**src/logic/synth_types_pkg.sv**
```systemverilog
`default_nettype none

package synth_types_pkg;

	typedef logic [6:0] note_t;		// midi note number
	typedef logic [3:0] pitch_class_t;	// note mod 12
	typedef logic [3:0] octave_t;		// note / 12, 0 to 10
	typedef logic [18:0] period_t;		// half period in a_clk cycles
	typedef logic [6:0] seg_t;		// bit 0 is segment a
	typedef logic [1:0] octave_sel_t;

	typedef struct packed {
		period_t half_period;
		seg_t hex0;
		seg_t hex1;
	} pitch_t;

	// half periods for octave 9, starting at C
	localparam period_t base_period [0:11] = '{
		19'd734, 19'd693, 19'd654, 19'd617, 19'd582, 19'd550,
		19'd519, 19'd490, 19'd462, 19'd436, 19'd412, 19'd389
	};

	localparam seg_t seg_c = 7'b0111001;
	localparam seg_t seg_d = 7'b1011110;
	localparam seg_t seg_e = 7'b1111001;
	localparam seg_t seg_f = 7'b1110001;
	localparam seg_t seg_g = 7'b1111101;
	localparam seg_t seg_a = 7'b1110111;
	localparam seg_t seg_b = 7'b1111100;	// also the flat sign
	localparam seg_t seg_blank = 7'b0000000;

endpackage

`default_nettype wire

```
**src/logic/synth_bus_pkg.sv**
```systemverilog
`default_nettype none

package synth_bus_pkg;

	typedef struct packed {
		logic cyc;
		logic stb;
		logic we;
		logic [1:0] adr;
		logic [7:0] dat;
	} wb_req_t;

	typedef struct packed {
		logic ack;
		logic [7:0] dat;
	} wb_rsp_t;

	// same bit layout as the control register
	typedef struct packed {
		logic mute;				// bit 3
		synth_types_pkg::octave_sel_t octave_sel;	// bits 2:1
		logic midi_mode;			// bit 0
	} ctrl_t;

	localparam logic [1:0] addr_ctrl = 2'd0;
	localparam logic [1:0] addr_note = 2'd1;
	localparam logic [1:0] addr_status = 2'd2;

endpackage

`default_nettype wire

```
**src/logic/ctrl_regs.sv**
```systemverilog
`timescale 1ns/100ps
`default_nettype none

module ctrl_regs (
	input wire a_clk,
	input wire reset_n,
	input wire synth_bus_pkg::wb_req_t wb_req,
	output synth_bus_pkg::wb_rsp_t wb_rsp,
	input wire synth_types_pkg::note_t note,
	output synth_bus_pkg::ctrl_t ctrl,
	output synth_types_pkg::note_t midi_note
);

	logic req;
	logic armed;		// cleared by ack, set again once stb drops
	logic ack;
	logic take;
	logic [7:0] rd_dat;

	assign req = wb_req.cyc && wb_req.stb;
	assign take = req && armed;

	always_ff @(posedge a_clk)
	begin
		if (reset_n)
		begin
			ack <= 1'b0;
			armed <= 1'b1;
		end
		else if (take)
		begin
			ack <= 1'b1;
			armed <= 1'b0;
		end
		else
		begin
			ack <= 1'b0;
			if (!wb_req.stb)
				armed <= 1'b1;
		end
	end

	// write lands on the edge that raises ack
	always_ff @(posedge a_clk)
	begin
		if (reset_n)
		begin
			ctrl <= '0;		// adc mode, unmuted
			midi_note <= '0;
		end
		else if (take && wb_req.we)
		begin
			case (wb_req.adr)
				synth_bus_pkg::addr_ctrl: ctrl <= synth_bus_pkg::ctrl_t'(wb_req.dat[3:0]);
				synth_bus_pkg::addr_note: midi_note <= wb_req.dat[6:0];
				default: ;		// status and addr 3 ignore writes
			endcase
		end
	end

	// master holds adr through the ack cycle
	always_comb
	begin
		case (wb_req.adr)
			synth_bus_pkg::addr_ctrl: rd_dat = {4'b0000, ctrl};
			synth_bus_pkg::addr_note: rd_dat = {1'b0, midi_note};
			synth_bus_pkg::addr_status: rd_dat = {1'b0, note};
			default: rd_dat = 8'h00;
		endcase
	end

	assign wb_rsp = {ack, rd_dat};

endmodule

`default_nettype wire

```
**src/logic/note_select.sv**
```systemverilog
`timescale 1ns/100ps
`default_nettype none

module note_select #(
	parameter int ADC_WIDTH = 12
) (
	input wire a_clk,
	input wire reset_n,
	input wire [ADC_WIDTH-1:0] adc_sample,
	input wire adc_valid,
	input wire synth_bus_pkg::ctrl_t ctrl,
	input wire synth_types_pkg::note_t midi_note,
	output synth_types_pkg::note_t note
);

	synth_types_pkg::note_t adc_top;	// last strobed sample, top bits
	synth_types_pkg::note_t adc_now;
	synth_types_pkg::note_t offset;
	synth_types_pkg::note_t adc_note;

	// a fresh sample bypasses adc_top so it reaches note in one cycle
	assign adc_now = adc_valid ? adc_sample[ADC_WIDTH-1 -: 7] : adc_top;

	always_comb
	begin
		case (ctrl.octave_sel)
			2'b00: offset = 7'd24;
			2'b01: offset = 7'd36;
			2'b10: offset = 7'd60;
			default: offset = 7'd48;
		endcase
	end

	assign adc_note = adc_now + offset;	// wraps mod 128

	always_ff @(posedge a_clk)
	begin
		if (reset_n)
			adc_top <= '0;
		else if (adc_valid)
			adc_top <= adc_sample[ADC_WIDTH-1 -: 7];
	end

	always_ff @(posedge a_clk)
	begin
		if (reset_n)
			note <= '0;
		else if (ctrl.midi_mode)
			note <= midi_note;
		else
			note <= adc_note;
	end

endmodule

`default_nettype wire

```
**src/logic/pitch_lookup.sv**
```systemverilog
`timescale 1ns/100ps
`default_nettype none

module pitch_lookup (
	input wire a_clk,
	input wire reset_n,
	input wire synth_types_pkg::note_t note,
	output synth_types_pkg::pitch_t pitch
);

	synth_types_pkg::pitch_class_t pitch_class;
	synth_types_pkg::octave_t octave;
	synth_types_pkg::period_t base;
	synth_types_pkg::pitch_t next;

	assign pitch_class = synth_types_pkg::pitch_class_t'(note % 7'd12);
	assign octave = synth_types_pkg::octave_t'(note / 7'd12);
	assign base = synth_types_pkg::base_period[pitch_class];

	always_comb
	begin
		// octave 9 is the table itself, octave 10 halves it
		if (octave == 4'd10)
			next.half_period = base >> 1;
		else
			next.half_period = base << (4'd9 - octave);

		next.hex1 = synth_types_pkg::seg_blank;
		case (pitch_class)
			4'd0: next.hex0 = synth_types_pkg::seg_c;
			4'd1:
			begin
				next.hex0 = synth_types_pkg::seg_d;
				next.hex1 = synth_types_pkg::seg_b;
			end
			4'd2: next.hex0 = synth_types_pkg::seg_d;
			4'd3:
			begin
				next.hex0 = synth_types_pkg::seg_e;
				next.hex1 = synth_types_pkg::seg_b;
			end
			4'd4: next.hex0 = synth_types_pkg::seg_e;
			4'd5: next.hex0 = synth_types_pkg::seg_f;
			4'd6:
			begin
				next.hex0 = synth_types_pkg::seg_g;
				next.hex1 = synth_types_pkg::seg_b;
			end
			4'd7: next.hex0 = synth_types_pkg::seg_g;
			4'd8:
			begin
				next.hex0 = synth_types_pkg::seg_a;
				next.hex1 = synth_types_pkg::seg_b;
			end
			4'd9: next.hex0 = synth_types_pkg::seg_a;
			4'd10:
			begin
				next.hex0 = synth_types_pkg::seg_b;
				next.hex1 = synth_types_pkg::seg_b;
			end
			4'd11: next.hex0 = synth_types_pkg::seg_b;
			default: next.hex0 = synth_types_pkg::seg_blank;
		endcase
	end

	always_ff @(posedge a_clk)
	begin
		if (reset_n)
		begin
			pitch.half_period <= '0;	// no tone until first lookup
			pitch.hex0 <= synth_types_pkg::seg_blank;
			pitch.hex1 <= synth_types_pkg::seg_blank;
		end
		else
			pitch <= next;
	end

endmodule

`default_nettype wire

```
**src/logic/tone_gen.sv**
```systemverilog
`timescale 1ns/100ps
`default_nettype none

module tone_gen (
	input wire a_clk,
	input wire reset_n,
	input wire synth_types_pkg::period_t half_period,
	input wire mute,
	output logic tone
);

	synth_types_pkg::period_t count;
	synth_types_pkg::period_t last_period;	// detects a retune
	logic reload;

	// zero period means nothing to play yet
	assign reload = mute || (half_period != last_period) || (half_period == '0);

	always_ff @(posedge a_clk)
	begin
		if (reset_n)
			last_period <= '0;
		else
			last_period <= half_period;
	end

	always_ff @(posedge a_clk)
	begin
		if (reset_n)
		begin
			tone <= 1'b0;
			count <= '0;
		end
		else if (reload)
		begin
			tone <= 1'b0;			// restart low
			count <= half_period - 19'd1;
		end
		else if (count == '0)
		begin
			tone <= ~tone;
			count <= half_period - 19'd1;
		end
		else
			count <= count - 19'd1;
	end

endmodule

`default_nettype wire

```
**src/logic/tone_synth.sv**
```systemverilog
`timescale 1ns/100ps
`default_nettype none

module tone_synth #(
	parameter int ADC_WIDTH = 12
) (
	input wire a_clk,
	input wire reset_n,
	input wire synth_bus_pkg::wb_req_t wb_req,
	output synth_bus_pkg::wb_rsp_t wb_rsp,
	input wire [ADC_WIDTH-1:0] adc_sample,
	input wire adc_valid,
	output logic tone,
	output synth_types_pkg::note_t led,
	output synth_types_pkg::seg_t hex0,
	output synth_types_pkg::seg_t hex1
);

	synth_bus_pkg::ctrl_t ctrl;
	synth_types_pkg::note_t midi_note;
	synth_types_pkg::note_t note;
	synth_types_pkg::pitch_t pitch;

	assign led = note;
	assign hex0 = pitch.hex0;
	assign hex1 = pitch.hex1;

	ctrl_regs u_ctrl_regs (
		.a_clk(a_clk),
		.reset_n(reset_n),
		.wb_req(wb_req),
		.wb_rsp(wb_rsp),
		.note(note),
		.ctrl(ctrl),
		.midi_note(midi_note)
	);

	note_select #(
		.ADC_WIDTH(ADC_WIDTH)
	) u_note_select (
		.a_clk(a_clk),
		.reset_n(reset_n),
		.adc_sample(adc_sample),
		.adc_valid(adc_valid),
		.ctrl(ctrl),
		.midi_note(midi_note),
		.note(note)
	);

	pitch_lookup u_pitch_lookup (
		.a_clk(a_clk),
		.reset_n(reset_n),
		.note(note),
		.pitch(pitch)
	);

	tone_gen u_tone_gen (
		.a_clk(a_clk),
		.reset_n(reset_n),
		.half_period(pitch.half_period),
		.mute(ctrl.mute),
		.tone(tone)
	);

endmodule

`default_nettype wire

```
**config.mk**
```make
export PLATFORM = sky130hd
export DESIGN_NAME = tone_synth
export DESIGN_NICKNAME = d
export VERILOG_FILES = /design/src/logic/synth_types_pkg.sv /design/src/logic/synth_bus_pkg.sv /design/src/logic/ctrl_regs.sv /design/src/logic/note_select.sv /design/src/logic/pitch_lookup.sv /design/src/logic/tone_gen.sv /design/src/logic/tone_synth.sv
export SDC_FILE = /design/constraint.sdc
export NUM_CORES = 1
export LEC_CHECK = 0
export BUFFER_PORTS_ARGS = -buffer_cell sky130_fd_sc_hd__buf_2
export CAP_MARGIN = 5
export CORE_MARGIN = 4
export CORE_UTILIZATION = 54
export CTS_CLUSTER_DIAMETER = 120
export DETAILED_ROUTE_END_ITERATION = 16
export HOLD_SLACK_MARGIN = 0.1
export PLACE_DENSITY = 0.77
export SYNTH_ARGS = -nofsm -noshare
export SYNTH_HDL_FRONTEND = slang
export SYNTH_SLANG_ARGS = --single-unit
```
**constraint.sdc**
```tcl
create_clock -name a_clk -period 3.3 [get_ports a_clk]
set_input_delay 0.165 -clock a_clk [delete_from_list [all_inputs] [get_ports a_clk]]
set_output_delay 0.165 -clock a_clk [all_outputs]
set_load 0.005 [all_outputs]
```
==> results of run 1 <==
-- per-stage QoR --
step | std cells | hold slack, ns | utilization [%] | worst slack (ns)
floorplan | 720 | 0.2657 | - | 0.1782
global placement | 864 | 0.3934 | 58.68 | 0.4358
detailed placement | 864 | 0.4082 | 58.68 | 0.3380
CTS | 891 | 0.1002 | 61.79 | 0.3197
global route | 891 | 0.1072 | 61.79 | 0.005681
finish | 891 | 0.1112 | 61.79 | 0.2726
-- layout by cell type (no fill, tap or decap), types with 8 or more instances in the layout --
cell type	count
dfxtp_1	93
nor2_1	87
buf_2	49
a21oi_1	41
nand2_1	38
xnor2_1	33
mux2i_1	28
inv_1	27
nor2b_1	27
nor3_1	25
o21ai_0	24
xor2_1	23
buf_4	23
a211oi_1	17
ha_1	17
or3_1	12
nand3_1	12
dlygate4sd3_1	11
clkbuf_8	10
nand2b_1	9
a21o_1	8
-- cell type report --
cell class / instances / area (sq um) / share of cell area (%)
well taps: 136 / 170.2 / 2.644
multi-input cells: 535 / 3557 / 55.27
flip-flops and latches: 93 / 1862 / 28.93
inverters: 28 / 105.1 / 1.633
repair buffers: 83 / 528.0 / 8.204
clock inverters: 6 / 76.32 / 1.186
clock buffers: 10 / 137.6 / 2.138
-- critical path, delay by kind of cell (launching register included) --
kind | cells | cell delay, ns
AOI/OAI and AO/OA | 5 | 1.01
xor gates and xnor gates | 1 | 0.23
buffers and inverters | 1 | 0.22
DFF | 1 | 0.62
and+or+nand+nor | 2 | 0.83
-- kinds of logic (layout without fill, tap and decap cells) --
family                     count (synthesis)  count (layout)  share of synthesized area [%]
AOI/OAI and AO/OA                        164             164                          19.74
xor gates and xnor gates                  56              56                          8.401
adders and majority gates                 18              18                          3.986
buffers and inverters                     92             127                          7.351
DFF                                       93              93                          31.89
muxes                                     32              32                          5.572
other                                      1               3                        0.06423
and+or+nand+nor                          262             262                          23.00
-- where the power goes --
group / total [mW] / internal, mW / switching [mW]
Combinational: 1.78 / 0.791 / 0.994
Sequential: 1.58 / 1.34 / 0.235
Clock: 0.816 / 0.386 / 0.430
Total: 4.18 / 2.52 / 1.66
-- path summary, 6_finish.rpt --
path	endpoint	cells past startpoint	from
hold / removal	u_ctrl_regs.ack$_SDFF_PP0_	2	wb_req[11]
hold reg to reg	u_tone_gen.count[18]$_SDFF_PP0_	2	u_tone_gen.count[18]$_SDFF_PP0_
setup reg to reg	u_pitch_lookup.pitch[22]$_SDFF_PP0_	9	u_note_select.note[6]$_SDFF_PP0_
setup / recovery	u_pitch_lookup.pitch[22]$_SDFF_PP0_	9	u_note_select.note[6]$_SDFF_PP0_
-- routing by layer --
layer  GRT usage [%]  share of wire (%)  vias to the layer above
met5               0                  0                        -
met4           6.410                1.9                        0
met3           3.533                5.9                       23
met2           38.21                 48                      163
met1           31.17                 44                     2478
li1                -                  -                     2577
-- state kept, by name (all words and copies together), names as in the netlist --
| signal | count |
|---|---|
| u_pitch_lookup.pitch | 27 |
| u_tone_gen.count | 19 |
| u_tone_gen.last_period | 19 |
| u_ctrl_regs.midi_note | 7 |
| u_note_select.adc_top | 7 |
| u_note_select.note | 7 |
| u_ctrl_regs.ctrl | 4 |
| u_ctrl_regs.ack | 1 |
| u_ctrl_regs.armed | 1 |
| u_tone_gen.tone | 1 |
==> results.cfg, run 1 <==
[status]
status = finished, final reports clean

[sta]
relSlewSlack_pct = 21.96
tns_ns = 0
period_minus_slack_ns = 3.027
hold_viol = 0
timing.fmax_mhz = 330.3
setup_viol = 0
drv_slew = 0
worstMarginPinSlew_ns = 1.169
rsz0062_at_grt = no
clock_skew_ns = 0.01580
post-route-period-util_pct = 91.74

[route]
wl_mm = 14.24
dr.pass1.iters = 7
drt-initial-drc-count = 438
vias = 5241
drc = 0
vias_per_cell = 5.882
wire_per_inst_microns = 15.99
ant_nets = 0

[power]
ir_drop_mv = 0.4086
leakagePower_nw = 2.667
finalPower_mw = 4.177
cellPowerDensity_nw_per_um2 = 648.9

[flow_run]
maxCapViolCount = 0

[finish]
syn_to_final_growth_pct = 10.24
drive_gt1_share_pct = 15.10
nFillCells = 903
fin_nets = 796
n_antenna_cell = 0
fin_area_sq_um = 6436

[synth]
yosysMostFrequentCell = dfxtp_1
ys_ff_latch = 93
synthArstFlopShare_pct = 0
ys.flop_type = dfxtp_1
syn-mean-instance-area_sq_um = 8.131
syn_area_sq_um = 5838
ys_types = 79
synth_edf_count = 0
yosysWarningCount = 0
yosys-top-cells-area = dfxtp_1 32%, nor2_1 5.7%, xnor2_1 5.0%
synthDominantCellAreaShare_pct = 31.89
synth_top_area_cell = dfxtp_1
synth_seq_area_share_pct = 31.89
netlist_instances = 718
ys_top_cells_by_count = 93 x dfxtp_1, 88 x nor2_1, 41 x a21oi_1

[critical_path]
worstSetupEndpointType = flop
critPathSlowestCell = nor3_1
crit_type = reg -> reg
arrival_ns = 3.27
crit_chain = buf_4 -> xnor2_1 -> a21oi_1 -> nor3_1 -> o22ai_2 -> a41oi_1 -> o211ai_1 -> nor3_1 -> o22ai_1
critPathMaxFanout = 14
required_ns = 3.54
cp_common_cell = nor3_1
cpPeakStageDelay_ns = 0.66
start_kind = flop
reg2reg_slack_ns = 0.27

[grt]
grt_overflow = 0
grt_max_degree = 51
grt.total_usage_pct = 23.00
grt_pass1_vias = 4906
antenna_found_initial = 0
grt_pass1_wl_mm = 24.15

[cts]
clk_path_buf_depth = 2
ctsHoldBuffers = 11
cts_root_buf = clkbuf_8
worstSkewPairLatency_ns = 0.36
post_cts_buffers = 0
clkTransAtPathRegs_ns = 0.10
cts_resized = 0
tritoncts = built
cts_made_buffers = 9
h-tree-depth = 3
clock-sinks = 93

[floorplanning]
rows = 37
start_util_pct = 56.05
die_w_microns = 112.0
fp.dieH_microns = 112.0
io_pins = 59
core_region_area_sq_um = 10420
die_area_sq_um = 12540

[hold_path]
hold_class = in -> reg

[placed_design]
dpl_cell_area_sq_um = 6112
place.port_buffers = 49
gp_congestion = 0.9454
hpwl_mm = 10.63
Power figures use the tool's default switching activity.
==> run 2: changes to the inputs <==
CORE_UTILIZATION = 55   (was 54)
PLACE_DENSITY = 0.78   (was 0.77)
SYNTH_HIERARCHICAL = 1   (was not set)
==> run 2 against run 1 <==
  * Power grew 10%
  * Critical path depth shrank 1
  * Worst setup slack gained 0.054 ns
  * Critical path type unchanged
  * Largest cell class unchanged
  * Largest power group unchanged
  * Highest routed layer unchanged
==> results.cfg, run 2 <==
[status]
status = finished, final reports clean

[cts]
tritoncts = built
cts_root_buf = clkbuf_16
h-tree-depth = 3
clock-sinks = 93
clk_path_buf_depth = 2
worstSkewPairLatency_ns = 0.33
clkTransAtPathRegs_ns = 0.07
cts_made_buffers = 9
post_cts_buffers = 0
ctsHoldBuffers = 3
cts_resized = 0

[power]
seqPwrFrac_pct = 34.9
leakagePower_nw = 2.967
power_switching_mw = 1.759
power_frac_clock_pct = 21.8
swShare_pct = 38.26
power_frac_comb_pct = 43.3
finalPower_mw = 4.597
ir_drop_mv = 0.4537
internal_power_mw = 2.838
cellPowerDensity_nw_per_um2 = 657.2

[synth]
synthDominantCellAreaShare_pct = 29.17
yosysMostFrequentCell = dfxtp_1
ys_ff_latch = 93
synthXorXnorAreaFrac_pct = 7.273
synthAdderAreaFrac_pct = 4.195
synth-compound-area-share_pct = 17.29
netlist_instances = 746
syn_area_sq_um = 6382
synth_seq_area_share_pct = 29.17
muxShareOfSynthArea_pct = 9.312
synth_top_family_by_area = simple AND/OR/NAND/NOR gates
ys_top_cells_by_count = 93 x dfxtp_1, 87 x nor2_1, 43 x nand2_1
synth_edf_count = 0
synth_top_area_cell = dfxtp_1
yosys-top-cells-area = dfxtp_1 29%, nor2_1 5.1%, xor2_1 4.3%
synthArstFlopShare_pct = 0
yosys.area_share.simple_pct = 26.58
syn-mean-instance-area_sq_um = 8.555
ys.flop_type = dfxtp_1
yosysWarningCount = 6
ys_types = 98

[sta]
setup_ws_ns = 0.3262
rsz0062_at_grt = no
clock_skew_ns = 0.006856
tns_ns = 0
relSlewSlack_pct = 44.38
period_minus_slack_ns = 2.974
worstMarginPinSlew_ns = 0.8279
timing.fmax_mhz = 336.3
hold_viol = 0
post-route-period-util_pct = 90.12
setup_viol = 0
drv_slew = 0

[grt]
grt_max_degree = 51
grt_pass1_vias = 5304
grt.total_usage_pct = 23.83
antenna_found_initial = 0
grt_overflow = 0
grt_pass1_wl_mm = 25.94

[route]
wl_mm = 15.86
wire_per_inst_microns = 17.05
ant_nets = 0
drc = 0
drt-initial-drc-count = 539
vias = 5615
dr.pass1.iters = 5
vias_per_cell = 6.038

[finish]
syn_to_final_growth_pct = 9.586
n_antenna_cell = 0
regMostFlops = u_pitch_lookup/pitch
nFillCells = 944
multiInputGateArea_sq_um = 4138
reg_top3 = u_pitch_lookup/pitch x27, u_tone_gen/count x19, u_tone_gen/last_period x19
regArea_sq_um = 1862
drive_gt1_share_pct = 19.44
final_common_cell = dfxtp_1
mostFrequentLayoutCells = 93 x dfxtp_1, 87 x nor2_1, 49 x buf_2
largest_register_ffs = 27
fin_nets = 831

[critical_path]
critPathMaxFanout = 17
arrival_ns = 3.18
required_ns = 3.50
worstSetupEndpointType = flop
start_kind = flop
crit_type = reg -> reg

[hold_path]
hold_class = in -> reg

[floorplanning]
rows = 39
die_area_sq_um = 13390
core_region_area_sq_um = 11370
fp.dieH_microns = 115.7
die_w_microns = 115.7
start_util_pct = 56.14
io_pins = 59

[flow_run]
maxCapViolCount = 0

[placed_design]
place.port_buffers = 49
gp_congestion = 0.9363
hpwl_mm = 12.04
post-place-ws_ns = 0.3952
==> run 2: critical path, cell delays in order (launching register included) <==
cell and delay (ns):
dfxtp_1 0.71, nor2b_1 0.23, a32o_2 0.38, nor3_4 0.42
a21oi_1 0.19, mux2_2 0.33, and3_4 0.19, nor3_2 0.25
o22ai_1 0.14
==> run 2: layout make-up <==
type	instances	area share (%)
multi-input combinational	582	59.16
sequential	93	26.62
tap	143	2.558
inverter	23	1.234
clock buffer	9	3.220
timing repair buffer	74	6.297
clock inverter	6	0.9123
==> run 2: path summary, 6_finish.rpt <==
| check | start | end | slack [ns] | cells after the start |
|---|---|---|---|---|
| worst max-delay path | u_note_select/note[4]$_SDFF_PP0_ | u_pitch_lookup/pitch[30]$_SDFF_PP0_ | 0.33 | 8 |
| worst min-delay path | wb_req[4] | u_ctrl_regs/midi_note[4]$_SDFFE_PP0P_ | 0.12 | 3 |
| worst max register to register | u_note_select/note[4]$_SDFF_PP0_ | u_pitch_lookup/pitch[30]$_SDFF_PP0_ | 0.33 | 8 |
| worst min register to register | u_ctrl_regs/armed$_SDFFE_PP1P_ | u_ctrl_regs/armed$_SDFFE_PP1P_ | 0.51 | 2 |
==> run 2: cells by family (layout without fill, tap and decap cells) <==
kind of cell             Yosys count  in the layout
XOR/XNOR                          53             53
AO/OA/AOI/OAI                    152            152
adder cells (fa/ha/maj)           21             21
multiplexers                      52             52
buffers and inverters             72            112
flip-flops                        93             93
other                              2              3
AND/OR/NAND/NOR                  301            301
==> run 2: power groups by stage <==
| stage | Combinational [mW] | Sequential (mW) | Clock [mW] |
|---|---|---|---|
| after floorplan | 1.59 | 1.54 | 0 |
| after global placement | 1.90 | 1.61 | 0 |
| after detailed placement | 1.95 | 1.63 | 0 |
| after CTS | 1.97 | 1.60 | 1.02 |
| after global routing | 2.17 | 1.63 | 1.07 |
| final | 1.99 | 1.60 | 1.00 |
==> run 2: stage by stage <==
step	cells	utilization, %	hold WS (ns)	area [sq um]
after floorplan	747	-	0.2366	6386
after global placement	912	58.71	0.3865	6675
after detailed placement	912	58.71	0.4006	6675
after CTS	930	61.52	0.1168	6994
after global routing	930	61.52	0.1286	6994
final	930	61.52	0.1231	6994
==> run 2: per-layer routing <==
metal / vias up / share of wire [%] / GRT usage, %
li1: 2705 / - / -
met4: 0 / 2.9 / 8.585
met3: 45 / 5.2 / 3.812
met2: 196 / 47 / 40.08
met1: 2669 / 45 / 31.04
met5: - / 0 / 0
==> run 3: changes to the inputs <==
PLACE_DENSITY = 0.84   (was 0.78)
SKIP_CTS_REPAIR_TIMING = 1   (was not set)
==> run 3 against run 2 <==
  * First-iteration DRC count shrank 1.1%
  * Critical path type unchanged
  * Register-to-register slack better by 0.03 ns
  * Worst setup slack better by 0.033 ns
  * Highest routed layer unchanged
  * Sequential share of layout area increased by 0.051 points
==> results.cfg, run 3 (synthesis results as in run 2) <==
[power]
seqPwrFrac_pct = 35.1
internal_power_mw = 2.792
finalPower_mw = 4.587
leakagePower_nw = 2.962
power_frac_clock_pct = 22.2
power_frac_comb_pct = 42.7
swShare_pct = 39.13
power_switching_mw = 1.795
cellPowerDensity_nw_per_um2 = 656.6
ir_drop_mv = 0.3654

[placed_design]
gp_congestion = 0.9205
place.port_buffers = 49
hpwl_mm = 10.85
dpl_cell_area_sq_um = 6655
dp_cells = 909
post-place-ws_ns = 0.2688

[route]
ant_nets = 0
dr.pass1.iters = 6
wl_mm = 15.07
drt-initial-drc-count = 533
wire_per_inst_microns = 16.24
drc = 0
vias_per_cell = 5.917
vias = 5491

[floorplanning]
fp.dieH_microns = 115.7
io_pins = 59
start_util_pct = 56.14
rows = 39
die_area_sq_um = 13390
die_w_microns = 115.7
core_region_area_sq_um = 11370

[finish]
final_common_cell = dfxtp_1
drive_gt1_share_pct = 19.36
syn_to_final_growth_pct = 9.449
fin_nets = 828
regMostFlops = u_pitch_lookup/pitch
n_antenna_cell = 0
fin_cells = 928
reg_top3 = u_pitch_lookup/pitch x27, u_tone_gen/count x19, u_tone_gen/last_period x19
final_util_pct = 61.44
largest_register_ffs = 27
fin_area_sq_um = 6985
mostFrequentLayoutCells = 92 x dfxtp_1, 87 x nor2_1, 48 x buf_2

[sta]
clock_skew_ns = 0.005654
period_minus_slack_ns = 2.940
whs_ns = 0.1147
tns_ns = 0
relSlewSlack_pct = 49.07
setup_ws_ns = 0.3596
hold_viol = 0
timing.fmax_mhz = 340.1
setup_viol = 0
rsz0062_at_grt = no
worstMarginPinSlew_ns = 0.7639
drv_slew = 0
post-route-period-util_pct = 89.10

[cts]
worstSkewPairLatency_ns = 0.34
h-tree-depth = 3
clkTransAtPathRegs_ns = 0.07
tritoncts = built
clock-sinks = 93
cts_made_buffers = 9
cts_root_buf = clkbuf_16
clk_path_buf_depth = 2

[grt]
grt.total_usage_pct = 22.71
grt_pass1_wl_mm = 24.80
grt_overflow = 0
antenna_found_initial = 0
grt_pass1_vias = 5065
grt_max_degree = 83

[critical_path]
start_kind = flop
arrival_ns = 3.17
crit_type = reg -> reg
required_ns = 3.53
worstSetupEndpointType = flop
critPathMaxFanout = 16

[flow_run]
maxCapViolCount = 0

[status]
status = finished, final reports clean

[hold_path]
hold_class = in -> reg
## run 3: power by group through the flow
stage | Combinational (mW) | Sequential (mW) | Clock (mW)
2_1_floorplan | 1.59 | 1.54 | 0
3_3_place_gp | 1.89 | 1.62 | 0
3_5_place_dp | 1.92 | 1.63 | 0
4_1_cts | 1.93 | 1.60 | 1.04
5_1_grt | 2.16 | 1.65 | 1.08
6_report | 1.96 | 1.61 | 1.02
## run 3: final timing paths
kind | startpoint | end | slack [ns] | cells past startpoint
setup / recovery | u_note_select/note[4]$_SDFF_PP0_ | u_pitch_lookup/pitch[30]$_SDFF_PP0_ | 0.36 | 9
hold / removal | wb_req[5] | u_ctrl_regs/midi_note[5]$_SDFFE_PP0P_ | 0.11 | 3
setup reg to reg | u_note_select/note[4]$_SDFF_PP0_ | u_pitch_lookup/pitch[30]$_SDFF_PP0_ | 0.36 | 9
hold reg to reg | u_ctrl_regs/midi_note[4]$_SDFFE_PP0P_ | u_ctrl_regs/midi_note[4]$_SDFFE_PP0P_ | 0.50 | 2
## run 3: layout make-up
| type | count | area [sq um] |
|---|---|---|
| inverter | 23 | 86.33 |
| clock inverter | 7 | 73.82 |
| timing repair buffer | 71 | 420.4 |
| tap | 143 | 178.9 |
| multi-input combinational | 582 | 4138 |
| clock buffer | 9 | 225.2 |
| sequential | 93 | 1863 |
| fill | 968 | 4384 |
## run 3: layer usage
| metal | wire length [microns] | global-route usage [%] | share of wire [%] | vias to the layer above |
|---|---|---|---|---|
| li1 | - | - | - | 2711 |
| met1 | 6852 | 30.69 | 45 | 2573 |
| met2 | 7106 | 37.50 | 47 | 176 |
| met3 | 741 | 3.185 | 4.9 | 31 |
| met4 | 373 | 7.502 | 2.5 | 0 |
| met5 | 0 | 0 | 0 | - |
## run 3: critical path: stages, from the launching register on
cell and delay [ns]:
dfxtp_1 0.75, buf_4 0.33, nand2b_1 0.19, o22ai_1 0.09, a22oi_1 0.22, nor4b_2 0.48, nand2_1 0.18, a32o_1 0.31
nor3_2 0.18, o22ai_1 0.10
